[src/include/tx_adapt_config.svh]
// Widths and alignment thresholds for the AIB transmit adapter
// Include from any file that needs a width or threshold macro

`ifndef TX_ADAPT_CONFIG_SVH
`define TX_ADAPT_CONFIG_SVH

// One AIB transfer as seen on the channel
`define TX_XFER_W 40

// Two transfers paired into one word
`define TX_WORD_W 80

// Word with both marker bits stripped
`define TX_LANE_W 78

// Marker position inside each transfer
// 0 marks the lower half, 1 the upper half
`define TX_MARK_BIT 39

// Consecutive good pairs before lock
`define TX_LOCK_PAIRS 4

// Consecutive bad pairs before lock is dropped
`define TX_LOSS_PAIRS 2

// Width of the good and bad pair counters
`define TX_CNT_W 3

`endif

[src/source/tx_mode_pkg.sv]
// Mode and state encodings for the transmit adapter
// Import where the map mode or the alignment state is needed

package tx_mode_pkg;

   // Static datapath map mode
   typedef enum logic [2:0] {
      MAP_OFF    = 3'd0,
      MAP_EHIP   = 3'd1,
      MAP_ELANE  = 3'd2,
      MAP_RSFEC  = 3'd3,
      MAP_PMADIR = 3'd4
   } tx_map_mode_e;

   // Word alignment state
   // Hunt until enough good pairs, locked until enough bad pairs
   typedef enum logic {
      ALIGN_HUNT   = 1'b0,
      ALIGN_LOCKED = 1'b1
   } tx_align_state_e;

endpackage : tx_mode_pkg

[src/source/tx_word_pkg.sv]
// Data types for transfers, built words and unpacked lane data
// Import where any of the datapath types is used

`include "tx_adapt_config.svh"

package tx_word_pkg;

   // One 40-bit AIB transfer, marker at the top
   typedef logic [`TX_XFER_W-1:0] tx_xfer_t;

   // Built word, upper half above lower half
   typedef logic [`TX_WORD_W-1:0] tx_word_t;

   // Word without bits 79 and 39
   typedef logic [`TX_LANE_W-1:0] tx_lane_t;

endpackage : tx_word_pkg

[src/source/tx_word_if.sv]
// Word and pair report bundle from the word builder
// Builder drives, counter reads pair reports, mapper reads the word

`timescale 1ns/1ps

interface tx_word_if
   import tx_word_pkg::*;
   ();

   // Built word, valid only while word_valid is high
   tx_word_t word;
   // One-cycle strobe, same cycle as pair_good
   logic     word_valid;
   // Pair reports, never high together
   logic     pair_good;
   logic     pair_bad;

   // Word builder side
   modport builder (
      output word,
      output word_valid,
      output pair_good,
      output pair_bad
   );

   // Alignment counter only needs the reports
   modport counter (
      input pair_good,
      input pair_bad
   );

   // Datapath mapper only needs the word
   modport mapper (
      input word,
      input word_valid
   );

endinterface : tx_word_if

[src/source/tx_word_builder.sv]
// Pairs marked 40-bit AIB transfers into 80-bit words
// Reports every pairing attempt as good or bad, one cycle after the transfer

`timescale 1ns/1ps

`include "tx_adapt_config.svh"

module tx_word_builder
   import tx_word_pkg::*;
   (
   input  logic      tx_aib_transfer_clk,
   input  logic      tx_aib_transfer_rst_n,
   input  logic      xfer_valid,
   input  tx_xfer_t  xfer,
   tx_word_if.builder wif
);

   // Held lower half
   tx_xfer_t lower_q;
   // Set while a lower half waits for its upper half
   logic     lower_held;
   // Marker of the incoming transfer
   logic     mark;

   assign mark = xfer[`TX_MARK_BIT];

   // Pairing control and report strobes
   always_ff @(posedge tx_aib_transfer_clk or negedge tx_aib_transfer_rst_n) begin
      if (!tx_aib_transfer_rst_n) begin
         lower_held     <= 1'b0;
         wif.word_valid <= 1'b0;
         wif.pair_good  <= 1'b0;
         wif.pair_bad   <= 1'b0;
      end else begin
         // Strobes last one cycle
         wif.word_valid <= 1'b0;
         wif.pair_good  <= 1'b0;
         wif.pair_bad   <= 1'b0;
         if (xfer_valid) begin
            if (!mark) begin
               // New lower half, an older one is discarded as bad
               lower_held   <= 1'b1;
               wif.pair_bad <= lower_held;
            end else if (lower_held) begin
               // Upper half completes the pair
               lower_held     <= 1'b0;
               wif.word_valid <= 1'b1;
               wif.pair_good  <= 1'b1;
            end else begin
               // Upper half without a lower half
               wif.pair_bad <= 1'b1;
            end
         end
      end
   end

   // Payload registers
   always_ff @(posedge tx_aib_transfer_clk) begin
      if (xfer_valid && !mark) begin
         lower_q <= xfer;
      end
      // Word only captured on a completing upper half
      if (xfer_valid && mark && lower_held) begin
         wif.word <= {xfer, lower_q};
      end
   end

   // Good and bad reports are exclusive
   a_good_bad_excl : assert property (
      @(posedge tx_aib_transfer_clk) disable iff (!tx_aib_transfer_rst_n)
      !(wif.pair_good && wif.pair_bad)
   );

endmodule : tx_word_builder

[src/source/tx_align_counter.sv]
// Counts runs of consecutive good and bad pairs for word alignment
// Feeds lock and loss thresholds to the alignment FSM

`timescale 1ns/1ps

`include "tx_adapt_config.svh"

module tx_align_counter (
   input  logic       tx_aib_transfer_clk,
   input  logic       tx_aib_transfer_rst_n,
   tx_word_if.counter wif,
   input  logic       cnt_clear,
   output logic       lock_reached,
   output logic       loss_reached
);

   // Saturation value for both counters
   localparam logic [`TX_CNT_W-1:0] CNT_MAX = '1;

   logic [`TX_CNT_W-1:0] good_cnt;
   logic [`TX_CNT_W-1:0] bad_cnt;

   // A good pair breaks a bad run and vice versa
   always_ff @(posedge tx_aib_transfer_clk or negedge tx_aib_transfer_rst_n) begin
      if (!tx_aib_transfer_rst_n) begin
         good_cnt <= '0;
         bad_cnt  <= '0;
      end else if (cnt_clear) begin
         // Fresh start on every state change
         good_cnt <= '0;
         bad_cnt  <= '0;
      end else if (wif.pair_good) begin
         if (good_cnt != CNT_MAX) begin
            good_cnt <= good_cnt + 1'b1;
         end
         bad_cnt <= '0;
      end else if (wif.pair_bad) begin
         if (bad_cnt != CNT_MAX) begin
            bad_cnt <= bad_cnt + 1'b1;
         end
         good_cnt <= '0;
      end
   end

   // Decoded from registered counts, seen the cycle after the strobe
   assign lock_reached = (good_cnt >= `TX_CNT_W'(`TX_LOCK_PAIRS));
   assign loss_reached = (bad_cnt >= `TX_CNT_W'(`TX_LOSS_PAIRS));

endmodule : tx_align_counter

[src/source/tx_align_fsm.sv]
// Hunt/locked word alignment FSM
// Drives the registered word alignment command and clears the pair counters

`timescale 1ns/1ps

module tx_align_fsm
   import tx_mode_pkg::*;
   (
   input  logic tx_aib_transfer_clk,
   input  logic tx_aib_transfer_rst_n,
   input  logic lock_reached,
   input  logic loss_reached,
   output logic cnt_clear,
   output logic word_align_cmd
);

   tx_align_state_e state_q;
   tx_align_state_e state_d;

   // Next state
   always_comb begin
      state_d = state_q;
      case (state_q)
         ALIGN_HUNT: begin
            if (lock_reached) begin
               state_d = ALIGN_LOCKED;
            end
         end
         ALIGN_LOCKED: begin
            if (loss_reached) begin
               state_d = ALIGN_HUNT;
            end
         end
         default: begin
            state_d = ALIGN_HUNT;
         end
      endcase
   end

   // Counter restarts in the new state, same edge as the transition
   assign cnt_clear = (state_d != state_q);

   // State and command registers
   always_ff @(posedge tx_aib_transfer_clk or negedge tx_aib_transfer_rst_n) begin
      if (!tx_aib_transfer_rst_n) begin
         state_q        <= ALIGN_HUNT;
         word_align_cmd <= 1'b0;
      end else begin
         state_q        <= state_d;
         word_align_cmd <= (state_d == ALIGN_LOCKED);
      end
   end

   // Cleared counts must drop the threshold before the next cycle
   a_clear_single : assert property (
      @(posedge tx_aib_transfer_clk) disable iff (!tx_aib_transfer_rst_n)
      cnt_clear |=> !cnt_clear
   );

endmodule : tx_align_fsm

[src/source/tx_datapath_map.sv]
// Maps locked words onto the EHIP, ELANE or RSFEC lane by static mode
// In PMA direct mode forwards raw transfers, marker optionally cleared

`timescale 1ns/1ps

`include "tx_adapt_config.svh"

module tx_datapath_map
   import tx_mode_pkg::*;
   import tx_word_pkg::*;
   (
   input  logic         tx_aib_transfer_clk,
   input  logic         tx_aib_transfer_rst_n,
   input  tx_map_mode_e map_mode,
   input  logic         wa_en,
   input  logic         word_align_cmd,
   tx_word_if.mapper    wif,
   input  logic         xfer_valid,
   input  tx_xfer_t     xfer,
   output tx_lane_t     tx_ehip_data,
   output tx_lane_t     tx_elane_data,
   output tx_lane_t     tx_rsfec_data,
   output logic         tx_ehip_valid,
   output logic         tx_elane_valid,
   output logic         tx_rsfec_valid,
   output tx_xfer_t     tx_pma_data,
   output logic         tx_pma_valid
);

   // Unpacked word, both markers dropped
   tx_lane_t lane_d;
   // Word may go out only while locked
   logic     lane_load;
   // PMA direct transfer
   tx_xfer_t pma_d;
   logic     pma_load;

   assign lane_d    = {wif.word[`TX_WORD_W-2:`TX_XFER_W], wif.word[`TX_MARK_BIT-1:0]};
   assign lane_load = wif.word_valid && word_align_cmd;
   assign pma_load  = xfer_valid && (map_mode == MAP_PMADIR);

   // Marker cleared when word alignment is enabled
   always_comb begin
      pma_d               = xfer;
      pma_d[`TX_MARK_BIT] = xfer[`TX_MARK_BIT] & ~wa_en;
   end

   // Lane and PMA registers, data holds until the next load
   always_ff @(posedge tx_aib_transfer_clk or negedge tx_aib_transfer_rst_n) begin
      if (!tx_aib_transfer_rst_n) begin
         tx_ehip_data   <= '0;
         tx_elane_data  <= '0;
         tx_rsfec_data  <= '0;
         tx_pma_data    <= '0;
         tx_ehip_valid  <= 1'b0;
         tx_elane_valid <= 1'b0;
         tx_rsfec_valid <= 1'b0;
         tx_pma_valid   <= 1'b0;
      end else begin
         // Valids are one-cycle strobes
         tx_ehip_valid  <= 1'b0;
         tx_elane_valid <= 1'b0;
         tx_rsfec_valid <= 1'b0;
         tx_pma_valid   <= pma_load;
         if (lane_load) begin
            case (map_mode)
               MAP_EHIP: begin
                  tx_ehip_data  <= lane_d;
                  tx_ehip_valid <= 1'b1;
               end
               MAP_ELANE: begin
                  tx_elane_data  <= lane_d;
                  tx_elane_valid <= 1'b1;
               end
               MAP_RSFEC: begin
                  tx_rsfec_data  <= lane_d;
                  tx_rsfec_valid <= 1'b1;
               end
               // OFF and PMA direct leave the lanes alone
               default: begin
               end
            endcase
         end
         if (pma_load) begin
            tx_pma_data <= pma_d;
         end
      end
   end

   // Only one destination per cycle
   a_valid_onehot : assert property (
      @(posedge tx_aib_transfer_clk) disable iff (!tx_aib_transfer_rst_n)
      $onehot0({tx_ehip_valid, tx_elane_valid, tx_rsfec_valid, tx_pma_valid})
   );

endmodule : tx_datapath_map

[src/source/tx_adapt_top.sv]
// Transmit half of the AIB channel adapter
// Word builder, alignment counter and FSM, datapath mapper on one transfer clock

`timescale 1ns/1ps

module tx_adapt_top
   import tx_mode_pkg::*;
   import tx_word_pkg::*;
   (
   input  logic         tx_aib_transfer_clk,
   input  logic         tx_aib_transfer_rst_n,
   input  logic         xfer_valid,
   input  tx_xfer_t     xfer,
   input  tx_map_mode_e map_mode,
   input  logic         wa_en,
   output logic         word_align_cmd,
   output tx_lane_t     tx_ehip_data,
   output tx_lane_t     tx_elane_data,
   output tx_lane_t     tx_rsfec_data,
   output logic         tx_ehip_valid,
   output logic         tx_elane_valid,
   output logic         tx_rsfec_valid,
   output tx_xfer_t     tx_pma_data,
   output logic         tx_pma_valid
);

   // Counter and FSM handshake
   logic lock_reached;
   logic loss_reached;
   logic cnt_clear;

   // Built word and pair reports
   tx_word_if wif ();

   tx_word_builder u_builder (
      .tx_aib_transfer_clk   (tx_aib_transfer_clk),
      .tx_aib_transfer_rst_n (tx_aib_transfer_rst_n),
      .xfer_valid            (xfer_valid),
      .xfer                  (xfer),
      .wif                   (wif.builder)
   );

   tx_align_counter u_counter (
      .tx_aib_transfer_clk   (tx_aib_transfer_clk),
      .tx_aib_transfer_rst_n (tx_aib_transfer_rst_n),
      .wif                   (wif.counter),
      .cnt_clear             (cnt_clear),
      .lock_reached          (lock_reached),
      .loss_reached          (loss_reached)
   );

   tx_align_fsm u_fsm (
      .tx_aib_transfer_clk   (tx_aib_transfer_clk),
      .tx_aib_transfer_rst_n (tx_aib_transfer_rst_n),
      .lock_reached          (lock_reached),
      .loss_reached          (loss_reached),
      .cnt_clear             (cnt_clear),
      .word_align_cmd        (word_align_cmd)
   );

   tx_datapath_map u_map (
      .tx_aib_transfer_clk   (tx_aib_transfer_clk),
      .tx_aib_transfer_rst_n (tx_aib_transfer_rst_n),
      .map_mode              (map_mode),
      .wa_en                 (wa_en),
      .word_align_cmd        (word_align_cmd),
      .wif                   (wif.mapper),
      .xfer_valid            (xfer_valid),
      .xfer                  (xfer),
      .tx_ehip_data          (tx_ehip_data),
      .tx_elane_data         (tx_elane_data),
      .tx_rsfec_data         (tx_rsfec_data),
      .tx_ehip_valid         (tx_ehip_valid),
      .tx_elane_valid        (tx_elane_valid),
      .tx_rsfec_valid        (tx_rsfec_valid),
      .tx_pma_data           (tx_pma_data),
      .tx_pma_valid          (tx_pma_valid)
   );

endmodule : tx_adapt_top

[config.mk]
export PLATFORM = sky130hd
export DESIGN_NAME = tx_adapt_top
export DESIGN_NICKNAME = d
export VERILOG_FILES = /design/src/source/tx_mode_pkg.sv /design/src/source/tx_word_pkg.sv /design/src/source/tx_word_if.sv /design/src/source/tx_word_builder.sv /design/src/source/tx_align_counter.sv /design/src/source/tx_align_fsm.sv /design/src/source/tx_datapath_map.sv /design/src/source/tx_adapt_top.sv
export VERILOG_INCLUDE_DIRS = /design/src /design/src/include
export SDC_FILE = /design/constraint.sdc
export NUM_CORES = 1
export LEC_CHECK = 0
export BUFFER_PORTS_ARGS = -buffer_cell sky130_fd_sc_hd__buf_2
export CORE_MARGIN = 2
export CORE_UTILIZATION = 55
export CTS_BUF_LIST = sky130_fd_sc_hd__clkbuf_4 sky130_fd_sc_hd__clkbuf_8
export DETAILED_ROUTE_END_ITERATION = 10
export PLACE_DENSITY = 0.81
export REMOVE_ABC_BUFFERS = 1
export SLEW_MARGIN = 20
export SYNTH_ARGS = -nofsm -noshare
export SYNTH_HDL_FRONTEND = slang
export SYNTH_HIERARCHICAL = 1
export SYNTH_SLANG_ARGS = --single-unit
[constraint.sdc]
create_clock -name tx_aib_transfer_clk -period 4.8 [get_ports tx_aib_transfer_clk]
set_clock_uncertainty 0.1 [all_clocks]
set_input_delay 0.72 -clock tx_aib_transfer_clk [delete_from_list [all_inputs] [get_ports tx_aib_transfer_clk]]
set_output_delay 0.72 -clock tx_aib_transfer_clk [all_outputs]
set_load 0.05 [all_outputs]
== Yosys cells after proc, flatten, opt, wreduce, memory -nomap -nowiden ==
Index checks and enable logic that the tools add are counted.

* Flip-flop bits (word level): 407
* Input bits: 47

* Add/sub/neg operators: 2
* $lt $le $gt $ge: 2
* Eq/ne operators: 8
* Mux-type cells: 24
* Bitwise operators: 3
* Reduce and logical (&&, ||, !) cells: 13

{| class="wikitable"
|+ Operators with widths
! kind !! count
|-
| 3-bit two-way mux || 8
|-
| 1-bit two-way mux || 15
|-
| 2-bit AND reduction || 5
|-
| 3-bit by 1-bit adder with 3-bit output (second input constant) || 2
|-
| 3-bit by 2-bit == test with 1-bit output (second input constant) || 2
|-
| 3-bit inequality test (second input constant) || 2
|-
| 3-bit nonzero test || 2
|-
| 1-bit logical AND || 5
|-
| 3-bit by 1-bit == test with 1-bit output (second input constant) || 1
|-
| 3-bit == test (second input constant) || 1
|-
| 3-bit by 2-bit greater-or-equal comparator with 1-bit output (second input constant) || 1
|-
| 3-bit greater-or-equal comparator (second input constant) || 1
|-
| 3-bit by 2-bit inequality test with 1-bit output (second input constant) || 1
|-
| 1-bit inverter || 2
|-
| 1-bit case mux with 2 select lines || 1
|-
| 1-bit AND || 1
|-
| 1-bit logical NOT || 1
|-
| 1-bit inequality test || 1
|}

== Depth between registers and ports, before layout ==
Gate-level depths: netlist (run 1).

* Word-level depth: 6
* Depth in mapped cells: 7

== Modules after synthesis ==
Netlist (run 1), hierarchy kept.

{| class="wikitable"
|+ By module, submodules not included
! module !! times used !! cells an instance !! area each (um^2) !! sequential area each (um^2)
|-
| tx_datapath_map || 1 || 589 || 10281.1 || 6956.7
|-
| tx_word_builder || 1 || 131 || 3746.1 || 3678.5
|-
| tx_align_counter || 1 || 37 || 385.4 || 150.1
|-
| tx_align_fsm || 1 || 4 || 48.8 || 25.0
|}

== Least setup slack after synthesis (run 1) ==
Ideal clock, no wire load.

* Path kind: input port to flip-flop
* Start: in xfer_valid
* End: reg u_builder.wif.word[0], enable pin
* Library setup time: 402 ps
* Arrival: 1783 ps
* Required time: 4298 ps
* Path slack: 2515 ps
* Cell stages on the path: 1
* Buffers on the path: 0
* Cell sequence: and3_2

* Word-level cells in the longest chain between the ends: 2

{| class="wikitable"
|+ Ends and longest elaborated chain
! item !! RTL line !! text
|-
| from (decl) || tx_adapt_top.sv:12 || <nowiki>input logic xfer_valid,</nowiki>
|-
| 1-bit logical AND (2 in series) || tx_word_builder.sv:63 || <nowiki>if (xfer_valid && mark && lower_held) begin</nowiki>
|-
| to (signal assigned) || tx_word_builder.sv:64 || <nowiki>wif.word <= {xfer, lower_q};</nowiki>
|-
| to (decl) || tx_word_if.sv:20 || <nowiki>output word,</nowiki>
|}

Every way passes these cells.
A chain may end at the register's enable or synchronous reset.

==> results of run 1 <==
## cell usage in the layout, fill, tap and decap left out, drive strengths merged
master      n
buf       336
dfrtp     288
mux2      275
edfxtp    117
clkbuf    101
clkinv      9
ha          7
inv         6
a21oi       5
nor3        4
nand2b      4
clkinvlp    2
bufinv      2
and2        2
nand3       2
mux2i       2
nand2       2
nor4b       2
nor2b       2
and3        1
a21o        1
or3         1
nor3b       1
xnor2       1
a211oi      1
nand3b      1
nor2        1
nand4bb     1
## stage by stage
step	total power [mW]	setup WS (ps)	utilization
4_1_cts	10.6	1850	0.687
3_5_place_dp	7.57	1770	0.634
3_3_place_gp	7.49	1830	0.634
5_1_grt	10.9	1730	0.687
2_1_floorplan	6.72	250	-
6_report	10.5	1850	0.687
## how the worst min path moves through the flow
stage	depth (start not counted)	slack, ps	startpoint	endpoint
floorplan	0	300	u_builder/lower_q[0]	u_builder/wif.word[0]
CTS	1	150	tx_aib_transfer_rst_n	u_map/tx_rsfec_data[7]
global placement	0	300	u_builder/lower_q[14]	u_builder/wif.word[14]
detailed placement	0	300	u_builder/lower_q[0]	u_builder/wif.word[0]
finish	1	130	tx_aib_transfer_rst_n	u_map/tx_rsfec_data[7]
global route	1	170	tx_aib_transfer_rst_n	u_map/tx_rsfec_data[7]
## area by class of cell
cell class,instances,share of cell area
clock buffers,101,0.0702
multi-input cells,316,0.197
repair buffers,336,0.0976
well taps,335,0.0236
flip-flops and latches,405,0.604
clock inverters,13,0.00670
inverters,6,0.00127
## sequential cells by signal, summed over array words and instances, names as in the netlist
name and count:
u_builder/lower_held 1, u_builder/lower_q 39, u_builder/wif.pair_bad 1, u_builder/wif.pair_good 1, u_builder/wif.word 78, u_counter/bad_cnt 3
u_counter/good_cnt 3, u_fsm/state_q 1, u_map/tx_ehip_data 78, u_map/tx_ehip_valid 1, u_map/tx_elane_data 78, u_map/tx_elane_valid 1
u_map/tx_pma_data 40, u_map/tx_pma_valid 1, u_map/tx_rsfec_data 78, u_map/tx_rsfec_valid 1
## routing by layer
| layer | global-route usage | wire length, um | up-vias |
|---|---|---|---|
| met5 | 0 | 0 | - |
| met4 | 0.0703 | 746 | 0 |
| met3 | 0.0650 | 2140 | 51 |
| met2 | 0.367 | 15000 | 259 |
| met1 | 0.286 | 12500 | 4091 |
| li1 | - | - | 3503 |
## power by group through the flow
stage          clock [mW]  combinational (mW)  sequential, mW
2_1_floorplan           0               0.517            6.21
3_3_place_gp            0                3.05            4.44
3_5_place_dp            0                3.10            4.47
4_1_cts              3.08                3.10            4.41
5_1_grt              3.24                3.18            4.49
6_report             3.01                3.08            4.41
==> impl_summary.log, run 1 <==
INFO  metric cts_sinks = between 400 and 500
INFO  metric first_pass_iters = 4
INFO  metric worstSetupEndpointType = register
INFO  metric worst_pin_slew = 1100 ps
INFO  metric first_global_vias = ~8400
INFO  metric path_depth = 4
INFO  metric viasPerCell = 5.23
INFO  metric cts_setup_buffers = 0
INFO  metric design.final.nets = 1180
INFO  metric cts.reportedPaths.clkPinSlew = 60 ps
INFO  metric finalMaxSlewViolations = 0
INFO  metric wl = 30.4 mm
INFO  metric place_hpwl = slightly below 20 mm
INFO  metric cpMaxStageDelayCell = sky130_fd_sc_hd__nand4bb_4
INFO  metric unrepaired_setup_endpoints_after_global_routing = no
INFO  metric register_area = 10700 um2
INFO  metric worstReg2RegEnd = u_map/tx_rsfec_data[70]
INFO  metric cts-root-to-sink-buffers = 3
INFO  metric crit_fanout = 47
INFO  metric power.share.switching = 0.370
INFO  metric worstSkewPairLatency = roughly 590 ps
INFO  metric syn_area_per_cell = about 19 um2
INFO  metric critical_path.cell_chain = nand2_1 > nand4bb_4 > buf_4 > mux2_2
INFO  metric r2r-start = u_builder/wif.pair_good
INFO  metric synth_area = 14400 um2
INFO  metric die_y = between 150 and 200 um
INFO  metric floorplan.rows = 59
INFO  metric fp.dieW = around 170 um
INFO  metric timing.slew.headroom = 0.264
INFO  metric via_count = 7904
INFO  metric finalHoldViolCount = 0
INFO  metric placedInstanceArea = 16400 um2
INFO  metric timing.critical_path.max_delay_family = simple AND/OR/NAND/NOR gates
INFO  metric i_o_pin_count = around 330
INFO  metric first_pass_grt_wire_length = 48.0 mm
INFO  metric antenna_cells = 0
INFO  metric tritoncts = done
INFO  metric post-route-cell-area = 17700 um2
INFO  metric number_of_antenna_violations_at_the_first_check_in_global_routing = 0
INFO  metric worst_hold_slack = 128 ps
INFO  metric internal_power = 6.61 mW
INFO  metric grtUsageTotal = 0.222
INFO  metric synthesis.instances = 758
INFO  metric drv_cap = 0
INFO  metric fin_setup_tns = 0 ps
INFO  metric routability_cong = about 0.79
INFO  metric worst-r2r-setup-slack = 1850 ps
INFO  metric drc = 0
INFO  metric leakage = 8.89 nW
INFO  metric crit_arrival = 3300 ps
INFO  metric timing.final.crit_share = 0.615
INFO  metric yosysWarnings = 6
INFO  metric cts_inserted_buffers = between 60 and 70
INFO  metric holdBufCountCts = 0
INFO  metric setup_viol = 0
INFO  metric wl_per_cell = 20.1 um
INFO  metric detail_route.iter0.violations = 340
INFO  metric power_per_cell_area = just under 600 nW/um2
INFO  metric timing.reg2reg.worst_path_depth = 4
INFO  metric cts.root.buffer_cell = sky130_fd_sc_hd__clkbuf_8
INFO  metric combinationalPowerShare = 0.293
INFO  metric crit_end = u_map/tx_rsfec_data[70]
INFO  metric run_status = complete, no violations
INFO  metric startpoint_types = register
INFO  metric grt_max_degree = about 120
INFO  metric worst_setup_path_startpoint = u_builder/wif.pair_good
INFO  metric antenna_violating_nets_post_route = 0
INFO  metric finalNonFillerCells = 1512
INFO  metric ctsResizeCount = 0
INFO  metric fmax = 339 MHz
INFO  metric startpoint_to_endpoint_class_of_the_critical_path = reg -> reg
INFO  metric p_switching = 3.89 mW
INFO  metric ir_drop = 0.000411 V
INFO  metric critical_path.n_buffers_inverters = 1
INFO  metric cpPeakStageDelay = 1000 ps
INFO  metric combined_area_of_the_multi_input_logic_cells = 3490 um2
INFO  metric share_seq_of_total_power = 0.420
INFO  metric layout_min_cycle_time = 2950 ps
INFO  metric core-area = 25800 um2
INFO  metric quantity_of_i_o_buffers_inserted_on_ports = approximately 330
INFO  metric pwr-share-clk = 0.287
INFO  metric growth_of_design_area_from_synthesis_to_finish = 23.5%
INFO  metric final.fill_count = 1723
INFO  metric fraction_of_final_layout_cells_sized_beyond_drive_strength_1 = 0.607
INFO  metric die_area = 27400 um2
INFO  metric place.detailed.instances = 1398
INFO  metric initial_core_util = 0.556
INFO  metric htreeDepth = 2
INFO  metric worstHoldPathType = in -> async
INFO  metric timing.critical_path.required = 5150 ps
INFO  metric grt.overflow.total = 0
(Power assumes the default switching activity.)
==> run 2, diff against run 1 <==
--- a/config.mk
+++ b/config.mk
@@ -6,12 +6,13 @@
 export SDC_FILE = /design/constraint.sdc
 export NUM_CORES = 1
 export LEC_CHECK = 0
+export ABC_AREA = 1
 export BUFFER_PORTS_ARGS = -buffer_cell sky130_fd_sc_hd__buf_2
 export CORE_MARGIN = 2
-export CORE_UTILIZATION = 55
+export CORE_UTILIZATION = 51
 export CTS_BUF_LIST = sky130_fd_sc_hd__clkbuf_4 sky130_fd_sc_hd__clkbuf_8
 export DETAILED_ROUTE_END_ITERATION = 10
-export PLACE_DENSITY = 0.81
+export PLACE_DENSITY = 0.79
 export REMOVE_ABC_BUFFERS = 1
 export SLEW_MARGIN = 20
 export SYNTH_ARGS = -nofsm -noshare
==> constraint.sdc (replaced) <==
create_clock -name tx_aib_transfer_clk -period 2.5 [get_ports tx_aib_transfer_clk]
set_clock_uncertainty 0.1 [all_clocks]
set_input_delay 0.375 -clock tx_aib_transfer_clk [delete_from_list [all_inputs] [get_ports tx_aib_transfer_clk]]
set_output_delay 0.375 -clock tx_aib_transfer_clk [all_outputs]
set_load 0.05 [all_outputs]
==> run 2 against run 1 <==
Clock-buffer cell count fell by 10. Cell count rose by 46%. Die area rose by 10%. Via count rose by 46%. Combinational power fell by 58%. Global-route usage rose by 4.6 points. Largest power group unchanged.
==> impl_summary.log, run 2 <==
INFO  metric cts_setup_buffers = 0
INFO  metric number_of_antenna_violations_at_the_first_check_in_global_routing = 1
INFO  metric final.fill_count = around 2200
INFO  metric timing.slew.headroom = 0.556
INFO  metric design.final.nets = 1824
INFO  metric wl = 40.2 mm
INFO  metric tritoncts = done
INFO  metric startpoint_to_endpoint_class_of_the_critical_path = reg -> reg
INFO  metric layout_min_cycle_time = roughly 1900 ps
INFO  metric initial_core_util = 0.516
INFO  metric synthesis.instances = 1385
INFO  metric grt_max_degree = 79
INFO  metric grtUsageTotal = 0.268
INFO  metric htreeDepth = 2
INFO  metric floorplan.rows = 62
INFO  metric die_y = ~170 um
INFO  metric finalMaxSlewViolations = 0
INFO  metric crit_fanout = 51
INFO  metric cts.reportedPaths.clkPinSlew = approximately 60 ps
INFO  metric fin_setup_tns = 0 ps
INFO  metric detail_route.iter0.violations = about 880
INFO  metric core-area = 28500 um2
INFO  metric worstSetupEndpointType = register
INFO  metric power_per_cell_area = 743 nW/um2
INFO  metric place_worst_setup_slack = 591 ps
INFO  metric wl_per_cell = 18.2 um
INFO  metric first_global_vias = 11900
INFO  metric place_hpwl = 24.7 mm
INFO  metric quantity_of_i_o_buffers_inserted_on_ports = 325
INFO  metric via_count = 11600
INFO  metric yosysWarnings = 6
INFO  metric startpoint_types = register
INFO  metric fmax = 515 MHz
INFO  metric layout_commonest_cell = sky130_fd_sc_hd__nand2_1
INFO  metric routability_cong = 0.798
INFO  metric drc = 0
INFO  metric grt.overflow.total = 0
INFO  metric cts_sinks = 405
INFO  metric crit_arrival = 2290 ps
INFO  metric fp.dieW = roughly 170 um
INFO  metric finalHoldViolCount = 0
INFO  metric worst_hold_slack = around 120 ps
INFO  metric ctsResizeCount = 0
INFO  metric first_pass_grt_wire_length = 63.8 mm
INFO  metric post-route-worst-setup-slack = 559 ps
INFO  metric worst_pin_slew = 666 ps
INFO  metric die_area = 30300 um2
INFO  metric ir_drop = 0.000488 V
INFO  metric viasPerCell = 5.24
INFO  metric fraction_of_final_layout_cells_sized_beyond_drive_strength_1 = 0.265
INFO  metric syn_area_per_cell = 10.6 um2
INFO  metric worstHoldPathType = in -> reg
INFO  metric first_pass_iters = 5
INFO  metric mostFrequentLayoutCells = sky130_fd_sc_hd__nand2_1, sky130_fd_sc_hd__buf_2, sky130_fd_sc_hd__dfrtp_1
INFO  metric unrepaired_setup_endpoints_after_global_routing = no
INFO  metric worstSkewPairLatency = 580 ps
INFO  metric timing.final.crit_share = 0.776
INFO  metric drv_cap = 0
INFO  metric antenna_violating_nets_post_route = 0
INFO  metric cts_inserted_buffers = 61
INFO  metric timing.critical_path.required = ~2900 ps
INFO  metric run_status = complete, no violations
INFO  metric growth_of_design_area_from_synthesis_to_finish = 26.6%
INFO  metric setup_viol = 0
INFO  metric synth_area = 14700 um2
INFO  metric leakage = around 10 nW
INFO  metric cts.root.buffer_cell = sky130_fd_sc_hd__clkbuf_8
INFO  metric i_o_pin_count = 326
INFO  metric cts-root-to-sink-buffers = 3
[run 2: critical path, cell delays in order (launching register included)]
cell and delay (ps):
sky130_fd_sc_hd__dfrtp_1 490, sky130_fd_sc_hd__nand2_1 230, sky130_fd_sc_hd__nor2_1 220, sky130_fd_sc_hd__nand2_4 260
sky130_fd_sc_hd__buf_12 300, sky130_fd_sc_hd__nand2_1 110, sky130_fd_sc_hd__nand2_1 70
[run 2: repair_timing]
item	in CTS	in global routing
setup endpoints to repair	0	0
endpoints found under the hold margin	187	0
hold buffers	43	0
[run 2: layer usage]
| layer | part of all wire | global-route usage | vias to the layer above | wire (um) |
|---|---|---|---|---|
| met5 | 0 | 0 | - | 0 |
| met4 | 0.033 | 0.0973 | 0 | 1310 |
| met3 | 0.085 | 0.0571 | 99 | 3400 |
| met2 | 0.48 | 0.441 | 613 | 19500 |
| met1 | 0.40 | 0.354 | 5634 | 16000 |
| li1 | - | - | 5210 | - |
[run 2: through the flow]
stage	cells	utilization	area [um2]	total power, mW
global placement	2048	0.595	17000	8.54
finish	2207	0.654	18700	13.9
CTS	2206	0.654	18700	14.0
global route	2207	0.654	18700	14.4
floorplan	1311	-	14400	8.09
detailed placement	2048	0.595	17000	8.59
[run 2: layout make-up]
class / instances / area (um2) / area share
multi-input cells: 883 / 3670 / 0.197
clock buffers: 91 / 1120 / 0.0601
repair buffers: 396 / 2460 / 0.132
inverters: 23 / 87.6 / 0.00469
well taps: 384 / 480 / 0.0257
flip-flops and latches: 405 / 10700 / 0.574
clock inverters: 24 / 116 / 0.00623
diodes: 1 / 2.50 / 0.000134
[run 2: worst paths after layout]
path	startpoint	to	slack (ps)	depth (start not counted)
hold reg to reg	u_builder/lower_q[15]	u_builder/wif.word[15]	310	0
setup reg to reg	u_builder/wif.pair_good	u_map/tx_rsfec_data[41]	560	6
min in group asynchronous	tx_aib_transfer_rst_n	u_map/tx_ehip_data[24]	320	2
max in group asynchronous	tx_aib_transfer_rst_n	u_map/tx_elane_data[40]	1230	3
hold / removal	map_mode[0]	u_map/tx_elane_data[15]	120	4
setup / recovery	u_builder/wif.pair_good	u_map/tx_rsfec_data[41]	560	6
[run 2: power by group]
part / switching (mW) / internal (mW)
registers: 0.156 / 7.09
logic: 0.966 / 0.314
clock network: 2.47 / 2.88
total: 3.59 / 10.3
